`src/design/pmu_pkg.sv`:
```
// Shared sizes for the performance monitor
// FIFO_DEPTH must be a power of two
// Widths assume at most INTERVAL_CYCLES * NUM_CORES events per interval
package pmu_pkg;

    // ====================
    // Sizes
    // ====================
    localparam int NUM_CORES       = 4;
    localparam int INTERVAL_CYCLES = 256;                      // Clocks per measurement interval
    localparam int INT_W           = $clog2(INTERVAL_CYCLES);
    localparam int COUNT_W         = 16;                       // Width of each event total
    localparam int IPC_W           = 16;                       // IPC in thousandths, max 4000
    localparam int IPC_SCALE       = 1000;
    localparam int DIV_W           = 24;                       // Holds instr total * 1000
    localparam int DIV_CNT_W       = $clog2(DIV_W + 1);
    localparam int SEQ_W           = 8;

    // Queue and stream
    localparam int FIFO_DEPTH  = 4;
    localparam int FIFO_AW     = $clog2(FIFO_DEPTH);
    localparam int PMU_CREDITS = 4;                            // Credits held after reset
    localparam int CREDIT_W    = $clog2(PMU_CREDITS + 1);

    // ====================
    // Sample layout
    // ====================
    // Seven 16 bit fields from the LSB up, sequence number on top
    localparam int SMP_INSTR   = 0;
    localparam int SMP_CYCLES  = SMP_INSTR   + COUNT_W;
    localparam int SMP_STALL   = SMP_CYCLES  + COUNT_W;
    localparam int SMP_MISPRED = SMP_STALL   + COUNT_W;
    localparam int SMP_ICMISS  = SMP_MISPRED + COUNT_W;
    localparam int SMP_DCMISS  = SMP_ICMISS  + COUNT_W;
    localparam int SMP_IPC     = SMP_DCMISS  + COUNT_W;
    localparam int SMP_SEQ     = SMP_IPC     + IPC_W;
    localparam int SAMPLE_W    = SMP_SEQ     + SEQ_W;          // 120 bits

endpackage

```
`src/design/pmu_event_counters.sv`:
```
// Per-interval event totals summed over all cores
// Snapshot includes the events of the snap_i cycle itself
// Totals must not exceed COUNT_W bits within one interval
module pmu_event_counters
    import pmu_pkg::*;
(
    input  logic                 clk_i,
    input  logic                 rst_ni,
    input  logic [NUM_CORES-1:0] retired_i,
    input  logic [NUM_CORES-1:0] stall_i,
    input  logic [NUM_CORES-1:0] mispred_i,
    input  logic [NUM_CORES-1:0] icache_miss_i,
    input  logic [NUM_CORES-1:0] dcache_miss_i,
    input  logic [NUM_CORES-1:0] core_active_i,
    input  logic                 snap_i,        // Last cycle of the interval
    output logic                 snap_valid_o,  // Totals below are fresh
    output logic [COUNT_W-1:0]   instr_o,
    output logic [COUNT_W-1:0]   cycles_o,
    output logic [COUNT_W-1:0]   stall_o,
    output logic [COUNT_W-1:0]   mispred_o,
    output logic [COUNT_W-1:0]   icmiss_o,
    output logic [COUNT_W-1:0]   dcmiss_o
);

    // Index order: instr, cycles, stall, mispred, icmiss, dcmiss
    localparam int NUM_TOT = 6;

    function automatic logic [COUNT_W-1:0] popcnt(input logic [NUM_CORES-1:0] v);
        logic [COUNT_W-1:0] n;
        n = '0;
        for (int i = 0; i < NUM_CORES; i++) begin
            n = n + COUNT_W'(v[i]);
        end
        return n;
    endfunction

    logic [COUNT_W-1:0] inc    [NUM_TOT];   // This cycle's contribution
    logic [COUNT_W-1:0] tot_q  [NUM_TOT];   // Running totals
    logic [COUNT_W-1:0] snap_q [NUM_TOT];   // Held interval result
    logic [COUNT_W:0]   sum    [NUM_TOT];   // One extra bit to catch a wrap
    logic               wrap;
    logic               snap_valid_q;

    always_comb begin
        inc[0] = popcnt(retired_i);
        inc[1] = COUNT_W'(|core_active_i);  // Active cycle, any core
        inc[2] = popcnt(stall_i);
        inc[3] = popcnt(mispred_i);
        inc[4] = popcnt(icache_miss_i);
        inc[5] = popcnt(dcache_miss_i);
        wrap   = 1'b0;
        for (int t = 0; t < NUM_TOT; t++) begin
            sum[t] = {1'b0, tot_q[t]} + {1'b0, inc[t]};
            wrap   = wrap | sum[t][COUNT_W];
        end
    end

    always_ff @(posedge clk_i or negedge rst_ni) begin
        if (!rst_ni) begin
            for (int t = 0; t < NUM_TOT; t++) begin
                tot_q[t] <= '0;
            end
            snap_valid_q <= 1'b0;
        end else begin
            for (int t = 0; t < NUM_TOT; t++) begin
                tot_q[t] <= snap_i ? '0 : sum[t][COUNT_W-1:0];   // Restart at snapshot
            end
            snap_valid_q <= snap_i;
        end
    end

    // Snapshot registers, loaded once per interval
    always_ff @(posedge clk_i) begin
        if (snap_i) begin
            for (int t = 0; t < NUM_TOT; t++) begin
                snap_q[t] <= sum[t][COUNT_W-1:0];
            end
        end
    end

    assign snap_valid_o = snap_valid_q;
    assign instr_o      = snap_q[0];
    assign cycles_o     = snap_q[1];
    assign stall_o      = snap_q[2];
    assign mispred_o    = snap_q[3];
    assign icmiss_o     = snap_q[4];
    assign dcmiss_o     = snap_q[5];

    // Interval length and core count must fit the total width
    a_no_wrap: assert property (@(posedge clk_i) disable iff (!rst_ni) !wrap)
        else $error("event total wrapped within an interval");

endmodule

```
`src/design/pmu_ipc_divider.sv`:
```
// Restoring divider, one quotient bit per clock
// done_o pulses DIV_W+1 cycles after start_i; divide by zero returns 0
// Quotient is cut to IPC_W bits, so the true result must fit
module pmu_ipc_divider
    import pmu_pkg::*;
(
    input  logic               clk_i,
    input  logic               rst_ni,
    input  logic               start_i,
    input  logic [DIV_W-1:0]   dividend_i,
    input  logic [COUNT_W-1:0] divisor_i,
    output logic               busy_o,
    output logic               done_o,
    output logic [IPC_W-1:0]   quotient_o
);

    logic [COUNT_W-1:0]   rem_q;    // Partial remainder
    logic [DIV_W-1:0]     quo_q;    // Dividend shifts out, quotient shifts in
    logic [COUNT_W-1:0]   dvs_q;
    logic                 zero_q;   // Divisor was zero
    logic [DIV_CNT_W-1:0] cnt_q;    // Steps left
    logic                 busy_q;
    logic                 done_q;
    logic [COUNT_W:0]     shifted;
    logic [COUNT_W:0]     trial;

    assign shifted = {rem_q, quo_q[DIV_W-1]};
    assign trial   = shifted - {1'b0, dvs_q};   // MSB set means borrow, restore

    // Sequencing
    always_ff @(posedge clk_i or negedge rst_ni) begin
        if (!rst_ni) begin
            busy_q <= 1'b0;
            done_q <= 1'b0;
            cnt_q  <= '0;
        end else begin
            done_q <= 1'b0;
            if (start_i) begin
                busy_q <= 1'b1;
                cnt_q  <= DIV_CNT_W'(DIV_W);
            end else if (busy_q) begin
                cnt_q <= cnt_q - 1'b1;
                if (cnt_q == DIV_CNT_W'(1)) begin   // Last step
                    busy_q <= 1'b0;
                    done_q <= 1'b1;
                end
            end
        end
    end

    // Datapath
    always_ff @(posedge clk_i) begin
        if (start_i) begin
            rem_q  <= '0;
            quo_q  <= dividend_i;
            dvs_q  <= divisor_i;
            zero_q <= (divisor_i == '0);
        end else if (busy_q) begin
            if (!trial[COUNT_W]) begin
                rem_q <= trial[COUNT_W-1:0];
                quo_q <= {quo_q[DIV_W-2:0], 1'b1};
            end else begin
                rem_q <= shifted[COUNT_W-1:0];
                quo_q <= {quo_q[DIV_W-2:0], 1'b0};
            end
        end
    end

    assign busy_o     = busy_q;
    assign done_o     = done_q;
    assign quotient_o = zero_q ? '0 : quo_q[IPC_W-1:0];   // No active cycles gives IPC 0

    // The interval must be long enough to finish one divide before the next
    a_no_start_busy: assert property (@(posedge clk_i) disable iff (!rst_ni)
        start_i |-> !busy_q)
        else $error("divide started while busy");

endmodule

```
`src/design/pmu_ctrl.sv`:
```
// Interval timer and sample sequencer
// Snapshot is taken in the last interval cycle, divide starts on its return
// Sample is pushed in the done cycle, or dropped when the queue is full
module pmu_ctrl
    import pmu_pkg::*;
(
    input  logic                clk_i,
    input  logic                rst_ni,
    output logic                snap_o,
    input  logic                snap_valid_i,
    input  logic [COUNT_W-1:0]  instr_i,
    input  logic [COUNT_W-1:0]  cycles_i,
    input  logic [COUNT_W-1:0]  stall_i,
    input  logic [COUNT_W-1:0]  mispred_i,
    input  logic [COUNT_W-1:0]  icmiss_i,
    input  logic [COUNT_W-1:0]  dcmiss_i,
    output logic                div_start_o,
    output logic [DIV_W-1:0]    dividend_o,
    output logic [COUNT_W-1:0]  divisor_o,
    input  logic                div_done_i,
    input  logic [IPC_W-1:0]    quotient_i,
    input  logic                fifo_full_i,
    output logic                push_o,
    output logic [SAMPLE_W-1:0] push_data_o,
    output logic [COUNT_W-1:0]  drop_count_o
);

    logic [INT_W-1:0]   int_q;      // Position within the interval
    logic [SEQ_W-1:0]   seq_q;      // Next sample number
    logic [COUNT_W-1:0] drop_q;
    logic [COUNT_W-1:0] instr_q, cycles_q, stall_q;
    logic [COUNT_W-1:0] mispred_q, icmiss_q, dcmiss_q;

    // ====================
    // Interval timer
    // ====================
    assign snap_o = (int_q == INT_W'(INTERVAL_CYCLES - 1));   // Tick

    always_ff @(posedge clk_i or negedge rst_ni) begin
        if (!rst_ni) begin
            int_q <= '0;
        end else begin
            int_q <= snap_o ? '0 : int_q + 1'b1;
        end
    end

    // ====================
    // Divide request
    // ====================
    assign div_start_o = snap_valid_i;                         // Same cycle as snapshot
    assign dividend_o  = DIV_W'(instr_i * IPC_SCALE);
    assign divisor_o   = cycles_i;

    // Hold the totals while the divide runs
    always_ff @(posedge clk_i) begin
        if (snap_valid_i) begin
            instr_q   <= instr_i;
            cycles_q  <= cycles_i;
            stall_q   <= stall_i;
            mispred_q <= mispred_i;
            icmiss_q  <= icmiss_i;
            dcmiss_q  <= dcmiss_i;
        end
    end

    // ====================
    // Sample assembly
    // ====================
    always_comb begin
        push_data_o = '0;
        push_data_o[SMP_INSTR   +: COUNT_W] = instr_q;
        push_data_o[SMP_CYCLES  +: COUNT_W] = cycles_q;
        push_data_o[SMP_STALL   +: COUNT_W] = stall_q;
        push_data_o[SMP_MISPRED +: COUNT_W] = mispred_q;
        push_data_o[SMP_ICMISS  +: COUNT_W] = icmiss_q;
        push_data_o[SMP_DCMISS  +: COUNT_W] = dcmiss_q;
        push_data_o[SMP_IPC     +: IPC_W]   = quotient_i;
        push_data_o[SMP_SEQ     +: SEQ_W]   = seq_q;
    end

    assign push_o = div_done_i && !fifo_full_i;

    // Sequence advances for dropped samples too, leaving a visible gap
    always_ff @(posedge clk_i or negedge rst_ni) begin
        if (!rst_ni) begin
            seq_q  <= '0;
            drop_q <= '0;
        end else if (div_done_i) begin
            seq_q <= seq_q + 1'b1;
            if (fifo_full_i) begin
                drop_q <= drop_q + 1'b1;
            end
        end
    end

    assign drop_count_o = drop_q;

endmodule

```
`src/design/pmu_sample_fifo.sv`:
```
// Sample queue on a register array
// Depth must be a power of two; data_o shows the head entry
module pmu_sample_fifo
    import pmu_pkg::*;
(
    input  logic                clk_i,
    input  logic                rst_ni,
    input  logic                push_i,
    input  logic [SAMPLE_W-1:0] data_i,
    input  logic                pop_i,
    output logic [SAMPLE_W-1:0] data_o,
    output logic                full_o,
    output logic                empty_o
);

    logic [SAMPLE_W-1:0] mem_q [FIFO_DEPTH];
    logic [FIFO_AW:0]    wr_q;   // Extra MSB tells full from empty
    logic [FIFO_AW:0]    rd_q;

    assign empty_o = (wr_q == rd_q);
    assign full_o  = (wr_q[FIFO_AW] != rd_q[FIFO_AW]) &&
                     (wr_q[FIFO_AW-1:0] == rd_q[FIFO_AW-1:0]);
    assign data_o  = mem_q[rd_q[FIFO_AW-1:0]];

    // Pointers
    always_ff @(posedge clk_i or negedge rst_ni) begin
        if (!rst_ni) begin
            wr_q <= '0;
            rd_q <= '0;
        end else begin
            if (push_i) begin
                wr_q <= wr_q + 1'b1;
            end
            if (pop_i) begin
                rd_q <= rd_q + 1'b1;
            end
        end
    end

    // Storage
    always_ff @(posedge clk_i) begin
        if (push_i) begin
            mem_q[wr_q[FIFO_AW-1:0]] <= data_i;
        end
    end

    // Producer checks full, consumer checks empty
    a_no_push_full: assert property (@(posedge clk_i) disable iff (!rst_ni)
        push_i |-> !full_o)
        else $error("push into full sample queue");

    a_no_pop_empty: assert property (@(posedge clk_i) disable iff (!rst_ni)
        pop_i |-> !empty_o)
        else $error("pop from empty sample queue");

endmodule

```
`src/design/pmu_credit_tx.sv`:
```
// Credit based sender for the sample stream
// Sink returns at most one credit per received record
module pmu_credit_tx
    import pmu_pkg::*;
(
    input  logic clk_i,
    input  logic rst_ni,
    input  logic credit_i,   // One credit back per pulse
    input  logic empty_i,
    output logic pop_o,
    output logic valid_o     // Follows pop_o by one cycle
);

    logic [CREDIT_W-1:0] cred_q;
    logic                valid_q;

    assign pop_o = (cred_q != '0) && !empty_i;

    always_ff @(posedge clk_i or negedge rst_ni) begin
        if (!rst_ni) begin
            cred_q  <= CREDIT_W'(PMU_CREDITS);
            valid_q <= 1'b0;
        end else begin
            cred_q  <= cred_q - CREDIT_W'(pop_o) + CREDIT_W'(credit_i);   // Send and return may coincide
            valid_q <= pop_o;
        end
    end

    assign valid_o = valid_q;

    // Sink returning more credits than records shows up here
    a_credit_max: assert property (@(posedge clk_i) disable iff (!rst_ni)
        cred_q <= CREDIT_W'(PMU_CREDITS))
        else $error("credit count above PMU_CREDITS");

endmodule

```
`src/design/pmu_top.sv`:
```
// Performance monitor top level
// One sample record per interval over a credit based stream
// Samples that find the queue full are dropped and counted
module pmu_top
    import pmu_pkg::*;
(
    input  logic                 clk_i,
    input  logic                 rst_ni,
    input  logic [NUM_CORES-1:0] retired_i,
    input  logic [NUM_CORES-1:0] stall_i,
    input  logic [NUM_CORES-1:0] mispred_i,
    input  logic [NUM_CORES-1:0] icache_miss_i,
    input  logic [NUM_CORES-1:0] dcache_miss_i,
    input  logic [NUM_CORES-1:0] core_active_i,
    input  logic                 credit_i,
    output logic                 sample_valid_o,
    output logic [COUNT_W-1:0]   sample_instr_o,
    output logic [COUNT_W-1:0]   sample_cycles_o,
    output logic [COUNT_W-1:0]   sample_stall_o,
    output logic [COUNT_W-1:0]   sample_mispred_o,
    output logic [COUNT_W-1:0]   sample_icmiss_o,
    output logic [COUNT_W-1:0]   sample_dcmiss_o,
    output logic [IPC_W-1:0]     sample_ipc_o,
    output logic [SEQ_W-1:0]     sample_seq_o,
    output logic [COUNT_W-1:0]   drop_count_o
);

    logic                snap, snap_valid;
    logic [COUNT_W-1:0]  instr, cycles, stall, mispred, icmiss, dcmiss;
    logic                div_start, div_done;
    logic [DIV_W-1:0]    dividend;
    logic [COUNT_W-1:0]  divisor;
    logic [IPC_W-1:0]    quotient;
    logic                push, pop, fifo_full, fifo_empty;
    logic [SAMPLE_W-1:0] push_data, head_data;
    logic [SAMPLE_W-1:0] smp_q;   // Output record

    pmu_event_counters i_counters (
        .clk_i, .rst_ni, .retired_i, .stall_i, .mispred_i,
        .icache_miss_i, .dcache_miss_i, .core_active_i,
        .snap_i       (snap),
        .snap_valid_o (snap_valid),
        .instr_o      (instr),
        .cycles_o     (cycles),
        .stall_o      (stall),
        .mispred_o    (mispred),
        .icmiss_o     (icmiss),
        .dcmiss_o     (dcmiss)
    );

    pmu_ipc_divider i_divider (
        .clk_i, .rst_ni,
        .start_i    (div_start),
        .dividend_i (dividend),
        .divisor_i  (divisor),
        .busy_o     (),            // Only checked inside the divider
        .done_o     (div_done),
        .quotient_o (quotient)
    );

    pmu_ctrl i_ctrl (
        .clk_i, .rst_ni,
        .snap_o       (snap),
        .snap_valid_i (snap_valid),
        .instr_i      (instr),
        .cycles_i     (cycles),
        .stall_i      (stall),
        .mispred_i    (mispred),
        .icmiss_i     (icmiss),
        .dcmiss_i     (dcmiss),
        .div_start_o  (div_start),
        .dividend_o   (dividend),
        .divisor_o    (divisor),
        .div_done_i   (div_done),
        .quotient_i   (quotient),
        .fifo_full_i  (fifo_full),
        .push_o       (push),
        .push_data_o  (push_data),
        .drop_count_o
    );

    pmu_sample_fifo i_fifo (
        .clk_i, .rst_ni,
        .push_i  (push),
        .data_i  (push_data),
        .pop_i   (pop),
        .data_o  (head_data),
        .full_o  (fifo_full),
        .empty_o (fifo_empty)
    );

    pmu_credit_tx i_credit_tx (
        .clk_i, .rst_ni, .credit_i,
        .empty_i (fifo_empty),
        .pop_o   (pop),
        .valid_o (sample_valid_o)
    );

    // Capture head on pop, lines up with the registered valid
    always_ff @(posedge clk_i) begin
        if (pop) begin
            smp_q <= head_data;
        end
    end

    // ====================
    // Field unpack
    // ====================
    assign sample_instr_o   = smp_q[SMP_INSTR   +: COUNT_W];
    assign sample_cycles_o  = smp_q[SMP_CYCLES  +: COUNT_W];
    assign sample_stall_o   = smp_q[SMP_STALL   +: COUNT_W];
    assign sample_mispred_o = smp_q[SMP_MISPRED +: COUNT_W];
    assign sample_icmiss_o  = smp_q[SMP_ICMISS  +: COUNT_W];
    assign sample_dcmiss_o  = smp_q[SMP_DCMISS  +: COUNT_W];
    assign sample_ipc_o     = smp_q[SMP_IPC     +: IPC_W];
    assign sample_seq_o     = smp_q[SMP_SEQ     +: SEQ_W];

endmodule

```
`config.mk`:
```
export PLATFORM = sky130hd
export DESIGN_NAME = pmu_top
export DESIGN_NICKNAME = d
export VERILOG_FILES = /design/src/design/pmu_pkg.sv /design/src/design/pmu_event_counters.sv /design/src/design/pmu_ipc_divider.sv /design/src/design/pmu_ctrl.sv /design/src/design/pmu_sample_fifo.sv /design/src/design/pmu_credit_tx.sv /design/src/design/pmu_top.sv
export SDC_FILE = /design/constraint.sdc
export NUM_CORES = 1
export LEC_CHECK = 0
export ABC_AREA = 1
export BUFFER_PORTS_ARGS = -buffer_cell sky130_fd_sc_hd__buf_2
export CAP_MARGIN = 20
export CORE_UTILIZATION = 64
export CTS_BUF_LIST = sky130_fd_sc_hd__clkbuf_8
export CTS_CLUSTER_SIZE = 8
export DETAILED_ROUTE_END_ITERATION = 8
export PLACE_DENSITY = 0.83
export SLEW_MARGIN = 20
export SYNTH_ARGS = -nofsm -noshare
export SYNTH_HDL_FRONTEND = slang
export SYNTH_SLANG_ARGS = --single-unit
```
`constraint.sdc`:
```
create_clock -name clk_i -period 7.4 [get_ports clk_i]
set_input_delay 1.48 -clock clk_i [delete_from_list [all_inputs] [get_ports clk_i]]
set_output_delay 1.48 -clock clk_i [all_outputs]
set_load 0.03 [all_outputs]
```
==> summary.md <==
| Metric | Value |
|---|---|
| Max clock buf depth | 3 |
| Critical Path End | i_divider.quo_q[23] |
| Internal power | 8.60 mW |
| Proportion of layout cells with a drive suffix above 1 | 11.2% |
| CP Depth | 16 |
| Nets | 3640 |
| Mapped cell area | 0.0405 mm2 |
| 1st-iter DRT viols | 2089 |
| Switching part of the total | 24.6% |
| Synth area leader | edfxtp_1 |
| Ys async rst share | 14.9% |
| DIE AREA | 0.0644 mm2 |
| Critical Path Source Type | flip-flop |
| CP bufs+invs | 4 |
| CTS tree | done |
| Final Hold Vio Count | 0 |
| Final Skew | 0.0331 ns |
| Grt ovf | 0 |
| Post-CTS setup buffers | 0 |
| Post-DP HPWL | 49400 um |
| Cell family with most CP delay | adder cells |
| VDD IR max | 0.000175 V |
| Crit path from | i_counters.snap_q[0][8] |
| Number of port buffers | 163 |
| WP data required | 7.93 ns |
| Pin count of the biggest net entering global routing | 151 |
| Seq/Total Area, Yosys | 70.2% |
| FF-to-FF Start | i_counters.snap_q[0][8] |
| Register-to-Register Path Depth | 16 |
| Area Growth Syn to Fin | 11.0% |
| Die Ht | 254 um |
| Reg2reg setup slack | 3.03 ns |
| Actual slew at the worst max-slew pin | 1.12 ns |
| Critical-path maximum fanout | 5 |
| Yosys Warn Count | 0 |
| Top FF cell, synth | edfxtp_1 |
| First-pass DRT Iterations | 6 |
| Endpoints failing setup | 0 |
| Routed WL | 81300 um |
| CTS Sinks | 979 |
| Largest stage delay on the critical path | 0.52 ns |
| WP data arrival | 4.89 ns |
| CTS resizes | 0 |
| Total power | 11.4 mW |
| DR vias | 24700 |
| EDFF count, synth | 814 |
| Slew headroom | 25.6% |
| Die X | 254 um |
| Combinational Power Share | 9.0% |
| Final worst-path cycle share | 59.0% |
| RSZ-0062 raised after global routing | no |
| Reg clk slew, reported paths | 0.06 ns |
| Synthesized Nets | 3401 |
| Slowest cell on crit path | fa_1 |
| Setup TNS | 0 ns |
| Detailed-route DRC error count | 0 |
| Layout Cells excl Fill | 4404 |
| Cts hold-fix bufs | 0 |
| Avg Vias per Cell | 5.60 |
| Skew-Pair Late Insertion Delay | 0.80 ns |
| Switch Pwr | 2.80 mW |
| Core Area | 0.0622 mm2 |
| Mean Syn Cell Area | 12.6 um2 |
| Worst reg2reg path endpoint | i_divider.quo_q[23] |
| Synth Instances | 3209 |
| Setup Crit Path Kind | reg2reg |
| Gr usage total | 26.0% |
| Root buffer cell | clkbuf_8 |
| Seq pwr share | 55.4% |
| Power per cell area | 253 mW/mm2 |
| Maximum clock frequency | 0.229 GHz |
| Crit. End Element | flip-flop |
| Post-route minimum period | 4.37 ns |
| Cell breakdown of the critical path | inv_1 > fa_1 > fa_1 > inv_1 > fa_1 > inv_1 > fa_1 > inv_1 > ha_1 > a21o_1 > a21oi_1 > nor2_1 > nor2_1 > nand3_1 > nand3_1 > nand2_1 |
| Vias in the first global route | 25200 |
| Clock power frac | 35.6% |
| Rows | 91 |
| Worst min path class | reg2reg |
| Num CTS Buffers | 152 |
| Initial antenna violation count | 2 |
| CTS HTree Levels | 4 |
| MaxCap Viol Count | 0 |
| Ports | 164 |
| First-pass GRT wire length | 128000 um |
| P_leak | 17.9 nW |
| Placed Cells | 4131 |
| Top cell type's share of synthesized area | 60.3% |
| Fin util | 72.4% |
| Count of cell types in the netlist | 48 |
| Post-route antenna net violation count | 0 |
| Starting density of the core | 65.2% |
| Routed len/inst | 18.5 um |
| Routability cong. | 0.901 |
| Status | finished clean |
| Largest cells by area after synthesis | edfxtp_1 60%, dfrtp_1 8.9%, nor2_1 4.0%, inv_1 3.6%, o21ai_0 3.5% |
| Register bit total from synthesis | 979 |
| Count of pins over their slew limit | 0 |
## cell families after synthesis
family / after synthesis / share of synthesized area, %
AOI/OAI and AO/OA: 481 / 6.44
xor gates and xnor gates: 107 / 2.31
DFF: 979 / 70.2
and+or+nand+nor: 982 / 9.99
adders and majority gates: 165 / 6.31
buffers and inverters: 495 / 4.71
## stage by stage
stage	hold slack [ns]	area, um2	worst slack (ns)
finish	0.408	45000	3.03
global route	0.419	45000	2.81
CTS	0.401	45000	3.04
detailed placement	0.405	42300	3.01
global placement	0.401	42300	3.04
floorplan	0.400	40500	0.786
## layout by cell type (no fill, tap or decap), types with 19 or more instances in the layout
cell type  instances
a21oi_1           52
buf_2            162
buf_4             19
clkbuf_8         162
dfrtp_1          142
dfxtp_1           19
edfxtp_1         814
fa_1              66
ha_1              99
inv_1            474
nand2_1          366
nand3_1           87
nand4_1           22
nor2_1           422
nor3_1            31
o21ai_0          286
o22ai_1          126
xnor2_1           28
xor2_1            79
## how the worst min path moves through the flow
| stage | start | to | cells past startpoint | slack, ns |
|---|---|---|---|---|
| finish | i_counters.snap_q[4][6] | i_ctrl.icmiss_q[6] | 0 | 0.41 |
| global route | i_counters.snap_q[2][14] | i_ctrl.stall_q[14] | 0 | 0.42 |
| CTS | i_counters.snap_q[4][6] | i_ctrl.icmiss_q[6] | 0 | 0.40 |
| detailed placement | i_counters.snap_q[4][9] | i_ctrl.icmiss_q[9] | 0 | 0.40 |
| global placement | i_counters.snap_q[2][14] | i_ctrl.stall_q[14] | 0 | 0.40 |
| floorplan | i_counters.snap_q[5][0] | i_ctrl.dcmiss_q[0] | 0 | 0.40 |
## worst reg2reg max path: stages, from the launching register on
cell and delay [ns]:
edfxtp_1 0.44, inv_1 0.25, fa_1 0.49, fa_1 0.52
inv_1 0.05, fa_1 0.50, inv_1 0.05, fa_1 0.49
inv_1 0.04, ha_1 0.34, a21o_1 0.23, a21oi_1 0.25
nor2_1 0.08, nor2_1 0.12, nand3_1 0.10, nand3_1 0.09
nand2_1 0.06
## flip-flops by register name (all words and copies together), names as in the netlist, 24 cells and up
signal,flops
i_counters.snap_q,96
i_counters.tot_q,96
i_divider.quo_q,24
i_fifo.mem_q,480
smp_q,120
## power by group through the flow
| stage | clock [mW] | sequential [mW] | combinational [mW] |
|---|---|---|---|
| floorplan | 0 | 6.38 | 0.732 |
| global placement | 0 | 6.40 | 0.927 |
| detailed placement | 0 | 6.41 | 1.01 |
| CTS | 4.14 | 6.31 | 1.03 |
| global route | 4.36 | 6.33 | 1.17 |
| finish | 4.05 | 6.31 | 1.03 |
## routing by layer
metal | share of wire [%] | wire, um | vias to the layer above | track usage, %
met5 | 0.011 | 9 | - | 0
met4 | 2.5 | 2070 | 2 | 10.1
met3 | 6.7 | 5490 | 171 | 5.14
met2 | 50 | 40800 | 930 | 44.0
met1 | 40 | 32900 | 12000 | 33.3
li1 | - | - | 11500 | -
## cells in the mapped netlist, types with 10 or more instances
cell type    n
a21oi_1     52
buf_1       12
buf_2       10
clkbuf_1    70
dfrtp_1    145
dfxtp_1     19
edfxtp_1   814
fa_1        66
ha_1        99
inv_1      393
nand2_1    366
nand3_1     87
nand4_1     22
nor2_1     427
nor3_1      31
nor4_1      13
o21ai_0    286
o22ai_1    126
xnor2_1     28
xor2_1      79
## final cells by class
| cell class | count | area (um2) |
|---|---|---|
| diodes | 1 | 2.50 |
| clock buffers | 162 | 2230 |
| clock inverters | 110 | 518 |
| fillers | 3939 | 17100 |
| inverters | 394 | 1490 |
| multi-input cells | 1735 | 10200 |
| flip-flops and latches | 979 | 28500 |
| well taps | 837 | 1050 |
| repair buffers | 186 | 1040 |
No activity file was read; power rests on OpenSTA's default activity.
